### src/logic/rv_pkg.sv
package rv_pkg;

    typedef logic [31:0] word_t;

    localparam logic [6:0] OP_REG    = 7'b0110011;
    localparam logic [6:0] OP_IMM    = 7'b0010011;
    localparam logic [6:0] OP_LOAD   = 7'b0000011;
    localparam logic [6:0] OP_STORE  = 7'b0100011;
    localparam logic [6:0] OP_BRANCH = 7'b1100011;
    localparam logic [6:0] OP_JAL    = 7'b1101111;
    localparam logic [6:0] OP_LUI    = 7'b0110111;
    localparam logic [6:0] OP_SYSTEM = 7'b1110011;

    typedef struct packed {
        logic [6:0] funct7;
        logic [4:0] rs2;
        logic [4:0] rs1;
        logic [2:0] funct3;
        logic [4:0] rd;
        logic [6:0] opcode;
    } r_fmt_s;

    typedef struct packed {
        logic [11:0] imm11_0;
        logic [4:0]  rs1;
        logic [2:0]  funct3;
        logic [4:0]  rd;
        logic [6:0]  opcode;
    } i_fmt_s;

    typedef struct packed {
        logic [6:0] imm11_5;
        logic [4:0] rs2;
        logic [4:0] rs1;
        logic [2:0] funct3;
        logic [4:0] imm4_0;
        logic [6:0] opcode;
    } s_fmt_s;

    typedef struct packed {
        logic       imm12;
        logic [5:0] imm10_5;
        logic [4:0] rs2;
        logic [4:0] rs1;
        logic [2:0] funct3;
        logic [3:0] imm4_1;
        logic       imm11;
        logic [6:0] opcode;
    } b_fmt_s;

    typedef struct packed {
        logic [19:0] imm31_12;
        logic [4:0]  rd;
        logic [6:0]  opcode;
    } u_fmt_s;

    typedef struct packed {
        logic       imm20;
        logic [9:0] imm10_1;
        logic       imm11;
        logic [7:0] imm19_12;
        logic [4:0] rd;
        logic [6:0] opcode;
    } j_fmt_s;

    // Every view covers the same 32 instruction bits
    typedef union packed {
        r_fmt_s r;
        i_fmt_s i;
        s_fmt_s s;
        b_fmt_s b;
        u_fmt_s u;
        j_fmt_s j;
    } instr_u;

    typedef enum logic [2:0] {IMM_I, IMM_S, IMM_B, IMM_U, IMM_J} imm_src_e;

    typedef enum logic [3:0] {
        ALU_ADD, ALU_SUB, ALU_AND, ALU_OR, ALU_XOR, ALU_SLT,
        ALU_SLTU, ALU_SLL, ALU_SRL, ALU_SRA, ALU_PASS_B
    } alu_op_e;

    typedef enum logic [2:0] {
        ALU_SRC_REG_1, ALU_SRC_REG_2, ALU_SRC_EXT_IMM,
        ALU_SRC_PC, ALU_SRC_PC_OLD, ALU_SRC_4
    } alu_src_e;

    typedef enum logic [1:0] {RES_SRC_ALU_OUT, RES_SRC_MEM, RES_SRC_ALU_NOW} res_src_e;

    typedef struct packed {
        logic zero;
        logic negative;
        logic carry;
        logic overflow;
    } alu_flags_s;

    typedef struct packed {
        logic     rf_we;
        imm_src_e imm_src;
        alu_op_e  alu_ctrl;
        alu_src_e alu_src_a;
        alu_src_e alu_src_b;
        res_src_e res_src;
        logic     addr_src;   // 0 selects the PC, 1 the result bus
        logic     en_ir;
        logic     en_npc;
        logic     en_oldpc;
        logic     rf_wd_src;  // 1 writes the PC instead of the result
    } dp_ctrl_s;

endpackage

### src/logic/alu.sv
`timescale 1ns/1ps

module alu import rv_pkg::*; (
    input  word_t      a,
    input  word_t      b,
    input  alu_op_e    op,
    output word_t      y,
    output alu_flags_s flags
);
    logic  sub;
    word_t b_eff;
    word_t sum;
    logic  carry;
    logic  overflow;

    // SUB and both compares go through the subtract path
    assign sub   = (op == ALU_SUB) || (op == ALU_SLT) || (op == ALU_SLTU);
    assign b_eff = sub ? ~b : b;
    assign {carry, sum} = {1'b0, a} + {1'b0, b_eff} + {32'd0, sub};

    assign overflow = (a[31] == b_eff[31]) && (sum[31] != a[31]);

    always_comb begin
        case (op)
            ALU_ADD:    y = sum;
            ALU_SUB:    y = sum;
            ALU_AND:    y = a & b;
            ALU_OR:     y = a | b;
            ALU_XOR:    y = a ^ b;
            ALU_SLT:    y = {31'd0, sum[31] ^ overflow};  // Sign corrected for overflow
            ALU_SLTU:   y = {31'd0, ~carry};              // No carry out means a borrow
            ALU_SLL:    y = a << b[4:0];
            ALU_SRL:    y = a >> b[4:0];
            ALU_SRA:    y = word_t'($signed(a) >>> b[4:0]);
            ALU_PASS_B: y = b;
            default:    y = '0;
        endcase
    end

    assign flags.zero     = (y == '0);
    assign flags.negative = y[31];
    assign flags.carry    = carry;
    assign flags.overflow = overflow;

endmodule

### src/logic/datapath_multicycle.sv
`timescale 1ns/1ps

module datapath_multicycle import rv_pkg::*; #(
    parameter word_t RESET_PC = 32'h0000_0000
) (
    input  logic       clk,
    input  logic       reset,
    input  word_t      m_rd,
    input  dp_ctrl_s   ctrl,
    output word_t      m_addr,
    output word_t      m_wd,
    output alu_flags_s alu_flags,
    output instr_u     instr
);
    word_t pc;
    word_t pc_old;
    word_t m_rd_r;
    word_t rd1;
    word_t rd2;
    word_t reg_rd1;
    word_t reg_rd2;
    word_t reg_wd;
    word_t ext_imm;
    word_t alu_a;
    word_t alu_b;
    word_t alu_out;
    word_t alu_out_r;
    word_t result;

    always_comb begin
        case (ctrl.res_src)
            RES_SRC_ALU_OUT: result = alu_out_r;
            RES_SRC_MEM:     result = m_rd_r;
            RES_SRC_ALU_NOW: result = alu_out;  // Lets FETCH write PC+4 in the same cycle
            default:         result = '0;
        endcase
    end

    always_ff @(posedge clk) begin
        if (reset) begin
            pc     <= RESET_PC;
            pc_old <= RESET_PC;
            instr  <= '0;
        end else begin
            if (ctrl.en_npc) begin
                pc <= result;
            end
            if (ctrl.en_oldpc) begin
                pc_old <= pc;  // Keeps the address of the instruction being run
            end
            if (ctrl.en_ir) begin
                instr <= m_rd;
            end
        end
    end

    // Payload registers follow their sources every cycle
    always_ff @(posedge clk) begin
        m_rd_r    <= m_rd;
        rd1       <= reg_rd1;
        rd2       <= reg_rd2;
        alu_out_r <= alu_out;
    end

    assign m_addr = ctrl.addr_src ? result : pc;
    assign m_wd   = rd2;
    assign reg_wd = ctrl.rf_wd_src ? pc : result;

    regfile rf (
        .clk   (clk),
        .reset (reset),
        .ra1   (instr.r.rs1),
        .ra2   (instr.r.rs2),
        .wa    (instr.r.rd),
        .wd    (reg_wd),
        .we    (ctrl.rf_we),
        .rd1   (reg_rd1),
        .rd2   (reg_rd2)
    );

    extend ext (
        .instr   (instr),
        .imm_src (ctrl.imm_src),
        .imm     (ext_imm)
    );

    function automatic word_t pick_operand(alu_src_e sel);
        case (sel)
            ALU_SRC_REG_1:   return rd1;
            ALU_SRC_REG_2:   return rd2;
            ALU_SRC_EXT_IMM: return ext_imm;
            ALU_SRC_PC:      return pc;
            ALU_SRC_PC_OLD:  return pc_old;
            ALU_SRC_4:       return 32'd4;
            default:         return '0;
        endcase
    endfunction

    always_comb begin
        alu_a = pick_operand(ctrl.alu_src_a);
        alu_b = pick_operand(ctrl.alu_src_b);
    end

    alu alu0 (
        .a     (alu_a),
        .b     (alu_b),
        .op    (ctrl.alu_ctrl),
        .y     (alu_out),
        .flags (alu_flags)
    );

    // A registered ALU result consumed now must have come from valid operands
    a_operands_valid: assert property (
        @(posedge clk) disable iff (reset)
            (ctrl.res_src == RES_SRC_ALU_OUT && (ctrl.en_npc || ctrl.rf_we))
            |-> $past(ctrl.alu_src_a <= ALU_SRC_4 && ctrl.alu_src_b <= ALU_SRC_4)
    ) else $error("datapath: registered ALU result built from invalid operand select");

endmodule

### src/logic/extend.sv
`timescale 1ns/1ps

module extend import rv_pkg::*; (
    input  instr_u   instr,
    input  imm_src_e imm_src,
    output word_t    imm
);

    always_comb begin
        case (imm_src)
            IMM_I: begin
                imm = {{20{instr.i.imm11_0[11]}}, instr.i.imm11_0};
            end
            IMM_S: begin
                imm = {{20{instr.s.imm11_5[6]}}, instr.s.imm11_5, instr.s.imm4_0};
            end
            IMM_B: begin
                imm = {{19{instr.b.imm12}}, instr.b.imm12, instr.b.imm11,
                       instr.b.imm10_5, instr.b.imm4_1, 1'b0};
            end
            IMM_U: begin
                imm = {instr.u.imm31_12, 12'd0};  // Upper immediate, low bits cleared
            end
            IMM_J: begin
                imm = {{11{instr.j.imm20}}, instr.j.imm20, instr.j.imm19_12,
                       instr.j.imm11, instr.j.imm10_1, 1'b0};
            end
            default: begin
                imm = '0;
            end
        endcase
    end

endmodule

### src/logic/regfile.sv
`timescale 1ns/1ps

module regfile import rv_pkg::*; (
    input  logic       clk,
    input  logic       reset,
    input  logic [4:0] ra1,
    input  logic [4:0] ra2,
    input  logic [4:0] wa,
    input  word_t      wd,
    input  logic       we,
    output word_t      rd1,
    output word_t      rd2
);
    word_t regs [32];

    always_ff @(posedge clk) begin
        if (we && wa != 5'd0) begin
            regs[wa] <= wd;
        end
    end

    assign rd1 = (ra1 == 5'd0) ? '0 : regs[ra1];  // x0 is hardwired to zero
    assign rd2 = (ra2 == 5'd0) ? '0 : regs[ra2];

    // The controller drops write enables for rd = x0, so a nonzero value never gets here
    a_no_x0_write: assert property (
        @(posedge clk) disable iff (reset)
            (we && wa == 5'd0) |-> (wd == '0)
    ) else $error("regfile: nonzero write to x0");

endmodule

### config.mk
export PLATFORM = sky130hd
export DESIGN_NAME = datapath_multicycle
export DESIGN_NICKNAME = d
export VERILOG_FILES = /design/src/logic/rv_pkg.sv /design/src/logic/alu.sv /design/src/logic/datapath_multicycle.sv /design/src/logic/extend.sv /design/src/logic/regfile.sv
export SDC_FILE = /design/constraint.sdc
export NUM_CORES = 2
export LEC_CHECK = 0
export ABC_CLOCK_PERIOD_IN_PS = 6980
export BUFFER_PORTS_ARGS = -buffer_cell sky130_fd_sc_hd__buf_2
export CELL_PAD_IN_SITES_DETAIL_PLACEMENT = 1
export CELL_PAD_IN_SITES_GLOBAL_PLACEMENT = 1
export CORE_UTILIZATION = 37
export CTS_CLUSTER_SIZE = 20
export DETAILED_ROUTE_END_ITERATION = 6
export GPL_TIMING_DRIVEN = 0
export MAX_ROUTING_LAYER = met4
export PLACE_DENSITY = 0.61
export SLEW_MARGIN = 10
export SYNTH_ARGS = -nofsm -noshare
export SYNTH_HDL_FRONTEND = slang
export SYNTH_HIERARCHICAL = 1
export SYNTH_SLANG_ARGS = --single-unit
### constraint.sdc
create_clock -name clk -period 6.98 [get_ports clk]
set_input_delay 0.349 -clock clk [delete_from_list [all_inputs] [get_ports clk]]
set_output_delay 0.349 -clock clk [all_outputs]
set_load 0.02 [all_outputs]
==> results.cfg <==
[synth]
ys_warn_count = 6
syn_inst = 4975
ys_seq_area_share_pct = 51.6
synth_area_per_cell_um2 = 13.7
synthSimpleGateAreaFrac_pct = 6.08
synth_area_leader_cell = edfxtp_1
yosys.area_share.xor_xnor_pct = 0.603
synth_top_area_share_pct = 45.1
synth_seq_cells = 1248
synth_top_family_by_area = multiplexers
yosys_most_used_dff = edfxtp_1
yosys-top-cells-area = edfxtp_1 (45%), mux4_2 (11%), mux2i_1 (8.3%), dfxtp_1 (6.6%), mux2_2 (2.3%)
synth-compound-area-share_pct = 11.6
synth.distinct_cells = 117
async_flop_share_pct = 0
synth_edf_count = 1024
syn_area_um2 = 68200
synthAdderAreaFrac_pct = 1.82
synth_mux_area_share_pct = 24.0

[routing]
drcViolationCount = 0
routed_wl_um = 340000
wl_per_cell_um = 42.1
vias = 53300
drtPass1Iterations = 5
final_antenna_net_count = 0
drtIter0Drc = 6367
vias_per_cell = 6.60

[finish]
final_cell_mix = edfxtp_1 (1024), mux2i_1 (527), mux4_2 (338)
nNetsFinal = 5643
final_common_cell = edfxtp_1
fillers = 18600
multi_input_area_um2 = 31700
drive_above_1_share_pct = 28.5
syn_to_final_growth_pct = 19.0
seq_area_um2 = 35300
stdcell_area_um2 = 81200

[clocking]
clock_path_buffers = 3
cts_tree = done
cts-root-buf = clkbuf_16
clk_pin_slew_ps = 70
cts_max_level = 4
numCtsBuffers = 135
cts_sinks = 1248
clk_latency_ps = 820

[status]
violations = setup timing
run_status = finished with violations

[critical_path]
crit_top_cell = buf_6
r2r-start = instr[22]$_SDFFE_PP0P_
crit_path_end_kind = primary output
crit_path_top_delay_cell = or4_4
crit_path_max_incr_delay_ps = 610
crit_type = register to primary output
cp_num_buf_inv = 7
critical_path.max_fanout = 10
cp.required_ps = 6630
critical_path_arrival_ps = 6960
rrSetupSlack_ps = 880
cp_cell_sequence = inv_1, mux2_2, o22ai_4, o2bb2ai_2, o21a_4, buf_6, buf_6, buf_6, buf_6, buf_4, mux4_2, mux2i_1, o221ai_2, a22oi_1, a211o_1, nor4_2, nand4_1, or4_4, or3_1, and4bb_2, buf_6
timing.rr.end = rf/regs[25][25]$_DFFE_PP_
worst_r2r_path_depth = 21
worst_setup_path_start_kind = register
crit_family = simple AND/OR/NAND/NOR gates

[global_routing]
antenna_found_initial = 23
grt_max_degree = 33
grt_overflow = 0
track_usage_pct = 37.0
grt_pass1_wl_um = 456000
grt_pass1_vias = 53300

[die]
num_rows = 157
die_x_um = 431
dieArea_um2 = 186000
initial_core_util_pct = 37.3
die_y_um = 431
design.core.area_um2 = 183000
io_pins = 155

[sta]
slew_violations = 0
hold_ws_ps = 160
setup_slack_ps = -330
rsz0062_at_grt = yes
setup_viol = 2
relSlewSlack_pct = 5.97
finClkSkew_ps = 44.8
max_freq_ghz = 0.137
finalHoldViolations = 0
period_needed_ps = 7310
finalCritPeriodShare_pct = 105
worst_pin_slew_ps = 1410

[worst_hold_path]
worstHoldStart = ctrl[2]
min_to = pc[0]$_SDFFE_PP0P_
min_path_cells = 3
hp-class = input port to register

[placement]
place_hpwl_um = 255000
place.gp.congestion = 0.971
port-buffer-count = 141
placed_area_um2 = 74700

[flow_run]
maxCapViolations = 0

[power_and_ir_drop]
p_sw_mw = 6.28
p_leak_nw = 27.4
combPwrFrac_pct = 21.6
max-vdd-ir-drop_mv = 0.255
p_sw_share_pct = 31.0
clkPwrFrac_pct = 36.0
powerDensity_nw_per_um2 = 250
internal-power_mw = 14.0
total_power_mw = 20.3
pwr-share-seq_pct = 42.4
## sequential cells by signal, indices dropped and copies added, names as in the netlist
name       count
rf/regs     1024
alu_out_r     32
instr         32
m_rd_r        32
m_wd          32
pc            32
pc_old        32
rd1           32
## power groups by stage
stage	logic, mW	registers [mW]	clock network [mW]
after floorplan	2.17	8.67	0
after global placement	3.80	8.78	0
after detailed placement	4.01	8.75	0
after CTS	4.17	8.58	7.37
after global routing	4.45	8.59	7.60
final	4.37	8.60	7.29
## through the flow
stage | setup slack, ps | instances | utilization, % | setup TNS, ps
2_1_floorplan | 501 | 5006 | - | 0
3_3_place_gp | -4060 | 7611 | 39.4 | -2870390
3_5_place_dp | -2280 | 7703 | 40.8 | -1130110
4_1_cts | -291 | 8026 | 43.9 | -291
5_1_grt | -362 | 8069 | 44.4 | -388
6_report | -330 | 8073 | 44.4 | -346
## layer usage
| layer | global-route usage (%) | vias to the layer above | wire, um |
|---|---|---|---|
| li1 | - | 21000 | - |
| met4 | 27.9 | 0 | 31500 |
| met3 | 6.60 | 1118 | 27400 |
| met1 | 41.3 | 27900 | 119000 |
| met2 | 59.3 | 3203 | 162000 |
| met5 | - | - | 0 |
## what timing repair did
| item | 4_1_cts | 5_1_grt |
|---|---|---|
| setup buffers | 49 | 37 |
| gates resized for setup | 176 | 118 |
| endpoints found under the setup margin | 1071 | 9 |
| endpoints found under the hold margin | 65 | 0 |
| pin swaps | 25 | 43 |
| hold buffers | 33 | 0 |
## cell type report
class,instances,share of cell area (%)
Sequential cell,1248,43.4
Clock buffer,171,4.48
Multi-Input combinational cell,3204,39.1
Buffer,433,3.25
Timing Repair Buffer,351,4.38
Clock inverter,72,0.972
Antenna cell,13,0.0401
Inverter,117,0.561
Tap cell,2464,3.80
## how the worst max path moves through the flow
stage	start	to	slack [ps]	cells past startpoint
CTS	instr[23]$_SDFFE_PP0P_	alu_flags[3]	-290	26
global route	instr[31]$_SDFFE_PP0P_	alu_flags[3]	-360	24
global placement	instr[23]$_SDFFE_PP0P_	rf/regs[8][17]$_DFFE_PP_	-4060	24
floorplan	ctrl[18]	alu_flags[3]	500	24
finish	instr[21]$_SDFFE_PP0P_	alu_flags[3]	-330	21
detailed placement	instr[23]$_SDFFE_PP0P_	alu_flags[3]	-2280	25
## cells in the mapped netlist, types with 41 or more instances
library cell and instances:
buf_2 119, o21a_1 41, nor2_1 271, nand4_1 49
a221oi_1 59, ha_1 97, buf_4 68, a22oi_1 116
a211oi_1 116, mux2_2 138, mux2i_1 567, dfxtp_1 224
edfxtp_1 1024, inv_1 112, clkbuf_1 178, o21ai_0 144
mux4_1 54, mux4_2 338, a21oi_1 187, nand2_1 262
o22ai_1 49, nor2b_1 61, o221ai_1 71
## tightest hold or removal path, cell delays in order
cell and delay, ps:
clkbuf_2 310, nor2_1 190, a211oi_1 50
## cell families (layout without fill, tap and decap cells)
family	after synthesis	after routing
flip-flops	1248	1248
other	1	45
buffers and inverters	554	1144
XOR/XNOR	47	47
AO/OA/AOI/OAI	1070	1070
multiplexers	1107	1107
adder cells (fa/ha/maj)	99	99
AND/OR/NAND/NOR	849	849
(Power assumes the default switching activity.)
