File: src/logic/rv_pkg.sv
package rv_pkg;

    typedef logic [31:0] word_t;

    localparam logic [6:0] OP_REG    = 7'b0110011;
    localparam logic [6:0] OP_IMM    = 7'b0010011;
    localparam logic [6:0] OP_LOAD   = 7'b0000011;
    localparam logic [6:0] OP_STORE  = 7'b0100011;
    localparam logic [6:0] OP_BRANCH = 7'b1100011;
    localparam logic [6:0] OP_JAL    = 7'b1101111;
    localparam logic [6:0] OP_LUI    = 7'b0110111;
    localparam logic [6:0] OP_SYSTEM = 7'b1110011;

    typedef struct packed {
        logic [6:0] funct7;
        logic [4:0] rs2;
        logic [4:0] rs1;
        logic [2:0] funct3;
        logic [4:0] rd;
        logic [6:0] opcode;
    } r_fmt_s;

    typedef struct packed {
        logic [11:0] imm11_0;
        logic [4:0]  rs1;
        logic [2:0]  funct3;
        logic [4:0]  rd;
        logic [6:0]  opcode;
    } i_fmt_s;

    typedef struct packed {
        logic [6:0] imm11_5;
        logic [4:0] rs2;
        logic [4:0] rs1;
        logic [2:0] funct3;
        logic [4:0] imm4_0;
        logic [6:0] opcode;
    } s_fmt_s;

    typedef struct packed {
        logic       imm12;
        logic [5:0] imm10_5;
        logic [4:0] rs2;
        logic [4:0] rs1;
        logic [2:0] funct3;
        logic [3:0] imm4_1;
        logic       imm11;
        logic [6:0] opcode;
    } b_fmt_s;

    typedef struct packed {
        logic [19:0] imm31_12;
        logic [4:0]  rd;
        logic [6:0]  opcode;
    } u_fmt_s;

    typedef struct packed {
        logic       imm20;
        logic [9:0] imm10_1;
        logic       imm11;
        logic [7:0] imm19_12;
        logic [4:0] rd;
        logic [6:0] opcode;
    } j_fmt_s;

    // Every view covers the same 32 instruction bits
    typedef union packed {
        r_fmt_s r;
        i_fmt_s i;
        s_fmt_s s;
        b_fmt_s b;
        u_fmt_s u;
        j_fmt_s j;
    } instr_u;

    typedef enum logic [2:0] {IMM_I, IMM_S, IMM_B, IMM_U, IMM_J} imm_src_e;

    typedef enum logic [3:0] {
        ALU_ADD, ALU_SUB, ALU_AND, ALU_OR, ALU_XOR, ALU_SLT,
        ALU_SLTU, ALU_SLL, ALU_SRL, ALU_SRA, ALU_PASS_B
    } alu_op_e;

    typedef enum logic [2:0] {
        ALU_SRC_REG_1, ALU_SRC_REG_2, ALU_SRC_EXT_IMM,
        ALU_SRC_PC, ALU_SRC_PC_OLD, ALU_SRC_4
    } alu_src_e;

    typedef enum logic [1:0] {RES_SRC_ALU_OUT, RES_SRC_MEM, RES_SRC_ALU_NOW} res_src_e;

    typedef struct packed {
        logic zero;
        logic negative;
        logic carry;
        logic overflow;
    } alu_flags_s;

    typedef struct packed {
        logic     rf_we;
        imm_src_e imm_src;
        alu_op_e  alu_ctrl;
        alu_src_e alu_src_a;
        alu_src_e alu_src_b;
        res_src_e res_src;
        logic     addr_src;   // 0 selects the PC, 1 the result bus
        logic     en_ir;
        logic     en_npc;
        logic     en_oldpc;
        logic     rf_wd_src;  // 1 writes the PC instead of the result
    } dp_ctrl_s;

endpackage

File: src/logic/control_fsm.sv
`timescale 1ns/1ps

module control_fsm import rv_pkg::*; (
    input  logic       clk,
    input  logic       reset,
    input  instr_u     instr,
    input  alu_flags_s alu_flags,
    output dp_ctrl_s   ctrl,
    output logic       mem_we,
    output logic       halted
);
    typedef enum logic [3:0] {
        S_FETCH, S_DECODE, S_EXEC, S_ALU_WB, S_MEM_ADDR, S_MEM_READ,
        S_MEM_WB, S_MEM_WRITE, S_BRANCH, S_JAL, S_LUI, S_HALT
    } state_e;

    state_e     state;
    state_e     state_next;
    logic [6:0] opcode;
    alu_op_e    alu_dec;
    logic       rd_nonzero;
    logic       take_branch;

    assign opcode      = instr.r.opcode;
    assign rd_nonzero  = (instr.r.rd != 5'd0);
    assign take_branch = instr.b.funct3[0] ? !alu_flags.zero : alu_flags.zero;  // bne : beq

    always_ff @(posedge clk) begin
        if (reset) begin
            state <= S_FETCH;
        end else begin
            state <= state_next;
        end
    end

    always_comb begin
        case (instr.r.funct3)
            3'd0:    alu_dec = (opcode == OP_REG && instr.r.funct7[5]) ? ALU_SUB : ALU_ADD;
            3'd1:    alu_dec = ALU_SLL;
            3'd2:    alu_dec = ALU_SLT;
            3'd3:    alu_dec = ALU_SLTU;
            3'd4:    alu_dec = ALU_XOR;
            3'd5:    alu_dec = instr.r.funct7[5] ? ALU_SRA : ALU_SRL;
            3'd6:    alu_dec = ALU_OR;
            default: alu_dec = ALU_AND;
        endcase
    end

    always_comb begin
        state_next = S_FETCH;
        case (state)
            S_DECODE: begin
                case (opcode)
                    OP_REG, OP_IMM:    state_next = S_EXEC;
                    OP_LOAD, OP_STORE: state_next = S_MEM_ADDR;
                    OP_BRANCH:         state_next = S_BRANCH;
                    OP_JAL:            state_next = S_JAL;
                    OP_LUI:            state_next = S_LUI;
                    default:           state_next = S_HALT;  // ecall and unknown opcodes
                endcase
            end
            S_FETCH:    state_next = S_DECODE;
            S_EXEC:     state_next = S_ALU_WB;
            S_JAL:      state_next = S_ALU_WB;
            S_MEM_ADDR: state_next = (opcode == OP_STORE) ? S_MEM_WRITE : S_MEM_READ;
            S_MEM_READ: state_next = S_MEM_WB;
            S_HALT:     state_next = S_HALT;
            default:    state_next = S_FETCH;
        endcase
    end

    always_comb begin
        ctrl = '{rf_we: 1'b0, imm_src: IMM_I, alu_ctrl: ALU_ADD, alu_src_a: ALU_SRC_REG_1,
                 alu_src_b: ALU_SRC_REG_2, res_src: RES_SRC_ALU_OUT, addr_src: 1'b0,
                 en_ir: 1'b0, en_npc: 1'b0, en_oldpc: 1'b0, rf_wd_src: 1'b0};
        case (state)
            S_FETCH: begin
                ctrl.alu_src_a = ALU_SRC_PC;
                ctrl.alu_src_b = ALU_SRC_4;
                ctrl.res_src   = RES_SRC_ALU_NOW;
                ctrl.en_ir     = 1'b1;
                ctrl.en_npc    = 1'b1;
                ctrl.en_oldpc  = 1'b1;
            end
            S_DECODE: begin
                ctrl.imm_src   = (opcode == OP_JAL) ? IMM_J : IMM_B;  // Branch or jump target
                ctrl.alu_src_a = ALU_SRC_PC_OLD;
                ctrl.alu_src_b = ALU_SRC_EXT_IMM;
            end
            S_EXEC: begin
                ctrl.alu_ctrl  = alu_dec;
                ctrl.alu_src_b = (opcode == OP_IMM) ? ALU_SRC_EXT_IMM : ALU_SRC_REG_2;
            end
            S_MEM_ADDR: begin
                ctrl.imm_src   = (opcode == OP_STORE) ? IMM_S : IMM_I;
                ctrl.alu_src_b = ALU_SRC_EXT_IMM;
            end
            S_MEM_READ, S_MEM_WRITE: ctrl.addr_src = 1'b1;
            S_MEM_WB: begin
                ctrl.res_src = RES_SRC_MEM;
                ctrl.rf_we   = rd_nonzero;
            end
            S_ALU_WB: ctrl.rf_we = rd_nonzero;
            S_BRANCH: begin
                ctrl.alu_ctrl = ALU_SUB;
                ctrl.en_npc   = take_branch;
            end
            S_JAL: begin
                ctrl.alu_src_a = ALU_SRC_PC_OLD;  // Link value, written back in ALU_WB
                ctrl.alu_src_b = ALU_SRC_4;
                ctrl.en_npc    = 1'b1;
            end
            S_LUI: begin
                ctrl.imm_src   = IMM_U;
                ctrl.alu_ctrl  = ALU_PASS_B;
                ctrl.alu_src_b = ALU_SRC_EXT_IMM;
                ctrl.res_src   = RES_SRC_ALU_NOW;
                ctrl.rf_we     = rd_nonzero;
            end
            default: ;
        endcase
    end

    assign mem_we = (state == S_MEM_WRITE);
    assign halted = (state == S_HALT);

    a_state_legal: assert property (@(posedge clk) disable iff (reset) state <= S_HALT)
        else $error("control_fsm: illegal state encoding");

    // Only a decoded sw may write memory, and only right after its address cycle
    a_store_sequence: assert property (
        @(posedge clk) disable iff (reset)
            mem_we |-> (opcode == OP_STORE && $past(state) == S_MEM_ADDR)
    ) else $error("control_fsm: mem_we outside the store sequence");

endmodule

File: config.mk
export PLATFORM = sky130hd
export DESIGN_NAME = control_fsm
export DESIGN_NICKNAME = d
export VERILOG_FILES = /design/src/logic/rv_pkg.sv /design/src/logic/control_fsm.sv
export SDC_FILE = /design/constraint.sdc
export NUM_CORES = 1
export LEC_CHECK = 0
export BUFFER_PORTS_ARGS = -buffer_cell sky130_fd_sc_hd__buf_2
export CAP_MARGIN = 20
export CORE_MARGIN = 1.5
export CORE_UTILIZATION = 32
export DETAILED_ROUTE_END_ITERATION = 8
export PLACE_DENSITY = 0.75
export SYNTH_ARGS = -nofsm -noshare
export SYNTH_HDL_FRONTEND = slang
export SYNTH_SLANG_ARGS = --single-unit
File: constraint.sdc
create_clock -name clk -period 1.42 [get_ports clk]
set_input_delay 0.142 -clock clk [delete_from_list [all_inputs] [get_ports clk]]
set_output_delay 0.142 -clock clk [all_outputs]
set_load 0.05 [all_outputs]
==> flow_metrics.env, run 1 <==
export IMPL_area_growth_syn_to_layout_pct=138
export IMPL_cts_tree="done"
export IMPL_cts_hold_buf=0
export IMPL_outcome="finished with violations"
export IMPL_criticalPathCategory="flip-flop to primary output"
export IMPL_cts_buffers=3
export IMPL_ff2ff_setup_slack_ns=-0.19
export IMPL_post_route_drc_count=0
export IMPL_cts_root_buf="clkbuf_4"
export IMPL_grt_pass1_vias=924
export IMPL_fmax_mhz=573
export IMPL_num_rows=16
export IMPL_num_nets_final=203
export IMPL_layout_common_cells="buf_4 (26), buf_6 (25), buf_2 (19)"
export IMPL_cts_max_level=1
export IMPL_die_area_um2=2280
export IMPL_power_total_uw=3800
export IMPL_final_period_utilization=1.23
export IMPL_ys_warn_count=0
export IMPL_synth_distinct_cells=38
export IMPL_routed_wl_um=2950
export IMPL_skew_ns=0.00662
export IMPL_antenna_found_initial=0
export IMPL_ys_seq_area_frac=0.125
export IMPL_post_drt_via_cell_ratio=5.38
export IMPL_die_y_um=47.7
export IMPL_cts_sinks=4
export IMPL_path_clk_slew_ns=0.04
export IMPL_final_area_um2=1530
export IMPL_hold_viol=0
export IMPL_min_period_ns=1.75
export IMPL_hold_start="reset"
export IMPL_worstPathMaxFanout=2
export IMPL_n_antenna_cell=0
export IMPL_peakVddDrop_v=0.00184
export IMPL_violations="setup timing"
export IMPL_worst_slack_ns=-0.326
export IMPL_synth_area_um2=641
export IMPL_reg2reg_from="state[0]"
export IMPL_reg_top3="state x4"
export IMPL_p_leak_uw=0.000672
export IMPL_use_met1=0.258
export IMPL_drtAntennaViolNets=0
export IMPL_placed_cell_area_um2=1100
export IMPL_power_density_nw_per_um2=2490
export IMPL_grt_pass1_wl_um=3910
export IMPL_critPathLaunchType="flip-flop"
export IMPL_preCtsSetupSlack_ns=-0.223
export IMPL_final_setup_viol_count=21
export IMPL_rsz0062_at_grt="true"
export IMPL_wl_per_cell_um=15.5
export IMPL_ioPinCount=61
export IMPL_min_to="state[2]"
export IMPL_cts_path_max_buffers=2
export IMPL_grt_overflow=0
export IMPL_vias=1023
export IMPL_avgSynthCellArea_um2=6.67
export IMPL_max_cap_violations=0
export IMPL_yosys_register_bits=4
export IMPL_firstDrtPassIters=4
export IMPL_r2r_end="state[0]"
export IMPL_drive_gt1_frac=0.755
export IMPL_drtIter0Drc=33
export IMPL_grt_most_used_layer="met2"
export IMPL_dp_hpwl_um=1740
export IMPL_n_fill_cell=138
export IMPL_grt_max_degree=23
export IMPL_track_usage=0.247
export IMPL_die_x_um=47.7
export IMPL_whs_path_depth=2
export IMPL_met3_usage=0.0377
export IMPL_rr_worst_depth=5
export IMPL_largest_reg_flops=4
export IMPL_endpoint_kind="primary output"
export IMPL_worst_ep_arrival_time_ns=1.60
export IMPL_hold_class="input pin to flip-flop"
export IMPL_cp_data_required_time_ns=1.28
export IMPL_syn_inst=96
export IMPL_synthesis_nets=134
export IMPL_final_common_cell="buf_4"
export IMPL_final_max_slew_viol_count=0
export IMPL_start_util=0.333
export IMPL_fin_util=0.794
export IMPL_core_um2=1920
export IMPL_insertion_delay_ns=0.25
export IMPL_port_buffers=40
export IMPL_fin_setup_tns_ns=-3.11
export IMPL_top_register="state"
export IMPL_use_met2=0.477
export IMPL_gp_congestion=0.848
[layer usage]
layer / wire length (µm) / part of all wire / vias up
met5: 0 / 0 / -
met4: 82 / 0.028 / 0
met3: 156 / 0.053 / 11
met2: 1640 / 0.55 / 49
met1: 1080 / 0.36 / 478
li1: - / - / 485
[critical path, cell delays in order (launching register included)]
cell	delay, ns
dfxtp_2	0.33
nand2b_4	0.14
or3_4	0.35
a221oi_2	0.19
a22o_2	0.19
buf_8	0.14
[layout make-up]
class                      count  area, µm²  area share
inverter                       5       18.8      0.0123
multi-input combinational     75        693       0.454
tap                           27       33.8      0.0221
timing repair buffer          76        667       0.437
sequential                     4       90.1      0.0591
clock buffer                   3       22.5      0.0148
[cells in the mapped netlist]
library cell	count	share of area
inv_1	5	0.029
o41ai_1	1	0.014
nand2b_4	1	0.021
and3_1	2	0.020
nand4bb_1	1	0.018
o21bai_1	1	0.012
nor2b_1	2	0.020
or4_1	1	0.012
nand2b_1	2	0.020
dfxtp_1	4	0.13
conb_1	1	0.0059
o21ai_0	6	0.047
o31ai_1	2	0.023
o21a_1	2	0.023
nand2_1	4	0.023
buf_4	4	0.047
nand4_1	1	0.0098
xor2_1	4	0.055
nor4bb_1	1	0.016
nor3_1	9	0.070
nor2_1	7	0.041
a211oi_1	2	0.023
o32a_1	1	0.016
nand3_1	4	0.031
or3_1	3	0.029
a221oi_1	1	0.014
or3_4	1	0.018
a41oi_2	1	0.025
a22oi_1	1	0.012
a2111oi_0	1	0.014
a31oi_1	2	0.020
nor4_1	2	0.020
clkbuf_1	6	0.035
buf_1	1	0.0059
a21oi_1	6	0.047
or2_2	1	0.0098
buf_6	1	0.018
a22o_1	1	0.014
[through the flow]
stage                     hold slack, ns  std cells
after detailed placement           0.330        177
after floorplan                    0.219         96
after global placement             0.324        177
after global routing              0.0784        190
final                             0.0683        190
after CTS                         0.0658        187
[how the worst max path moves through the flow]
stage                         from       end  slack (ns)  cells past startpoint
after floorplan           state[1]  ctrl[10]       -0.34                      4
after global placement    instr[3]   ctrl[7]       -0.16                      6
after detailed placement  state[0]  state[0]       -0.22                      5
after CTS                 state[0]  ctrl[13]       -0.27                      5
after global routing      state[0]  ctrl[13]       -0.35                      5
final                     state[0]  ctrl[13]       -0.33                      5
[report_power, final]
group          switching, µW  internal (µW)  total [µW]  leakage, µW
Combinational           1990           1430        3420     0.000623
Sequential              64.9            164         229    0.0000350
Clock                   58.7           95.3         154    0.0000138
[cell families (layout without fill, tap and decap cells)]
kind of cell / after synthesis / in the layout / synth area share
AO/OA/AOI/OAI: 28 / 28 / 0.303
AND/OR/NAND/NOR: 42 / 42 / 0.377
other: 1 / 1 / 0.00585
buffers and inverters: 17 / 84 / 0.135
XOR/XNOR: 4 / 4 / 0.0547
flip-flops: 4 / 4 / 0.125
[repair_timing]
action,CTS,global route
setup endpoints to repair,25,23
gates resized for setup,76,20
setup buffers,7,5
pin swaps,9,9
No activity file was read; power rests on OpenSTA's default activity.
==> run 2, diff against run 1 <==
SKIP_LAST_GASP = 1   (was not set)
==> run 2 against run 1 <==
Net effect:
- the run still ends with setup timing left
- global-route usage decreased by 0.076 points
- clock skew down 0.0013 ns
- hold slack gained 0.00098 ns
- cell count rose by 2.1%
- die area is the same
- core utilization increased by 3.8 points
- critical endpoint unchanged
==> flow_metrics.env, run 2 (synthesis gave the netlist of run 1 again) <==
export IMPL_track_usage=0.247
export IMPL_max_cap_violations=0
export IMPL_fin_util=0.832
export IMPL_outcome="finished with violations"
export IMPL_critPathLaunchType="flip-flop"
export IMPL_cts_tree="done"
export IMPL_cts_path_max_buffers=2
export IMPL_final_max_slew_viol_count=0
export IMPL_p_leak_uw=0.000697
export IMPL_gp_congestion=0.848
export IMPL_die_x_um=47.7
export IMPL_dp_hpwl_um=1740
export IMPL_rsz0062_at_grt="true"
export IMPL_insertion_delay_ns=0.25
export IMPL_grt_pass1_vias=931
export IMPL_power_density_nw_per_um2=2460
export IMPL_skew_ns=0.00534
export IMPL_drtIter0Drc=22
export IMPL_preCtsSetupSlack_ns=-0.223
export IMPL_path_clk_slew_ns=0.04
export IMPL_cts_max_level=1
export IMPL_layout_common_cells="buf_6 (29), buf_4 (27), buf_2 (18), nor3_4 (6)"
export IMPL_area_growth_syn_to_layout_pct=150
export IMPL_firstDrtPassIters=6
export IMPL_drive_gt1_frac=0.754
export IMPL_die_y_um=47.7
export IMPL_final_setup_viol_count=22
export IMPL_whs_ns=0.0693
export IMPL_grt_overflow=0
export IMPL_worst_ep_arrival_time_ns=1.62
export IMPL_cts_sinks=4
export IMPL_use_met2=0.472
export IMPL_reg2reg_from="state[0]"
export IMPL_grt_pass1_wl_um=3920
export IMPL_slowest_stage="or3_4"
export IMPL_whs_path_depth=2
export IMPL_routed_wl_um=3330
export IMPL_slowest_delay_ns=0.35
export IMPL_ff2ff_setup_slack_ns=-0.18
export IMPL_post_route_drc_count=0
export IMPL_r2r_end="state[0]"
export IMPL_hold_start="reset"
export IMPL_sw_frac_of_total=0.558
export IMPL_port_buffers=40
export IMPL_vias=1064
export IMPL_crit_chain="nand2b_4, or3_4, a221oi_2, a22o_2, buf_8"
export IMPL_n_fill_cell=118
export IMPL_top_register="state"
export IMPL_post_drt_via_cell_ratio=5.48
export IMPL_hold_class="input pin to flip-flop"
export IMPL_cts_root_buf="clkbuf_4"
export IMPL_n_antenna_cell=0
export IMPL_internal_power_uw=1740
export IMPL_ioPinCount=61
export IMPL_multiInputGateArea_um2=713
export IMPL_p_sw_uw=2200
export IMPL_num_nets_final=207
export IMPL_cts_hold_buf=0
export IMPL_met3_usage=0.0340
export IMPL_num_rows=16
export IMPL_drtAntennaViolNets=0
export IMPL_cts_buffers=3
export IMPL_reg_top3="state x4"
export IMPL_core_um2=1920
export IMPL_endpoint_kind="primary output"
export IMPL_criticalPathCategory="flip-flop to primary output"
export IMPL_grt_max_degree=23
export IMPL_rr_worst_depth=5
export IMPL_hold_viol=0
export IMPL_worst_slack_ns=-0.341
export IMPL_final_period_utilization=1.24
export IMPL_fmax_mhz=568
export IMPL_wl_per_cell_um=17.1
export IMPL_pwr_share_seq=0.061
export IMPL_regArea_um2=92.6
export IMPL_clockPowerShare=0.039
export IMPL_peakVddDrop_v=0.00198
export IMPL_largest_reg_flops=4
export IMPL_violations="setup timing"
export IMPL_power_frac_comb=0.900
export IMPL_use_met1=0.261
export IMPL_die_area_um2=2280
export IMPL_final_common_cell="buf_6"
export IMPL_start_util=0.333
export IMPL_worstPathMaxFanout=2
export IMPL_min_to="state[2]"
export IMPL_cp_data_required_time_ns=1.28
export IMPL_antenna_found_initial=0
export IMPL_min_period_ns=1.76
export IMPL_grt_most_used_layer="met2"
==> run 2: power by group through the flow <==
| stage | sequential [µW] | clock (µW) | combinational (µW) |
|---|---|---|---|
| floorplan | 189 | 0 | 2150 |
| global placement | 186 | 0 | 2430 |
| detailed placement | 189 | 0 | 2460 |
| CTS | 218 | 154 | 3160 |
| global route | 243 | 156 | 3690 |
| finish | 241 | 153 | 3550 |
==> run 2: repair_timing <==
item | CTS | global route
buffers inserted | 7 | 8
pin swaps | 9 | 11
setup endpoints to repair | 25 | 23
gates resized for setup | 71 | 35
==> run 2: stage by stage <==
step,cells,area [µm²],setup TNS [ns],power (µW)
2_1_floorplan,96,810,-2.10,2340
3_3_place_gp,177,1100,-0.996,2610
3_5_place_dp,177,1100,-1.41,2650
4_1_cts,187,1420,-2.93,3530
5_1_grt,194,1600,-4.55,4090
6_report,194,1600,-3.67,3940
==> run 2: layout make-up <==
cell class                 instances  area share
clock buffer                       3      0.0141
inverter                           5      0.0141
multi-input combinational         75       0.446
sequential                         4      0.0579
tap                               27      0.0211
timing repair buffer              80       0.447
==> run 2: worst max-delay path by stage <==
stage	to	slack [ns]	start	cells after the start
3_3_place_gp	ctrl[7]	-0.16	instr[3]	6
2_1_floorplan	ctrl[10]	-0.34	state[1]	4
6_report	ctrl[13]	-0.34	state[0]	5
3_5_place_dp	state[0]	-0.22	state[0]	5
5_1_grt	ctrl[8]	-0.37	state[3]	5
4_1_cts	ctrl[13]	-0.27	state[0]	5
==> run 2: worst max-delay path, delay by kind of cell (launching register included) <==
family | cells | cell delay (ns)
AO/OA/AOI/OAI | 2 | 0.38
AND/OR/NAND/NOR | 2 | 0.49
flip-flops | 1 | 0.34
buffers and inverters | 1 | 0.14
==> run 2: metal layers <==
metal / share of wire / vias to the layer above
met2: 0.57 / 53
met1: 0.35 / 506
met3: 0.055 / 8
met4: 0.023 / 0
met5: 0 / -
li1: - / 497
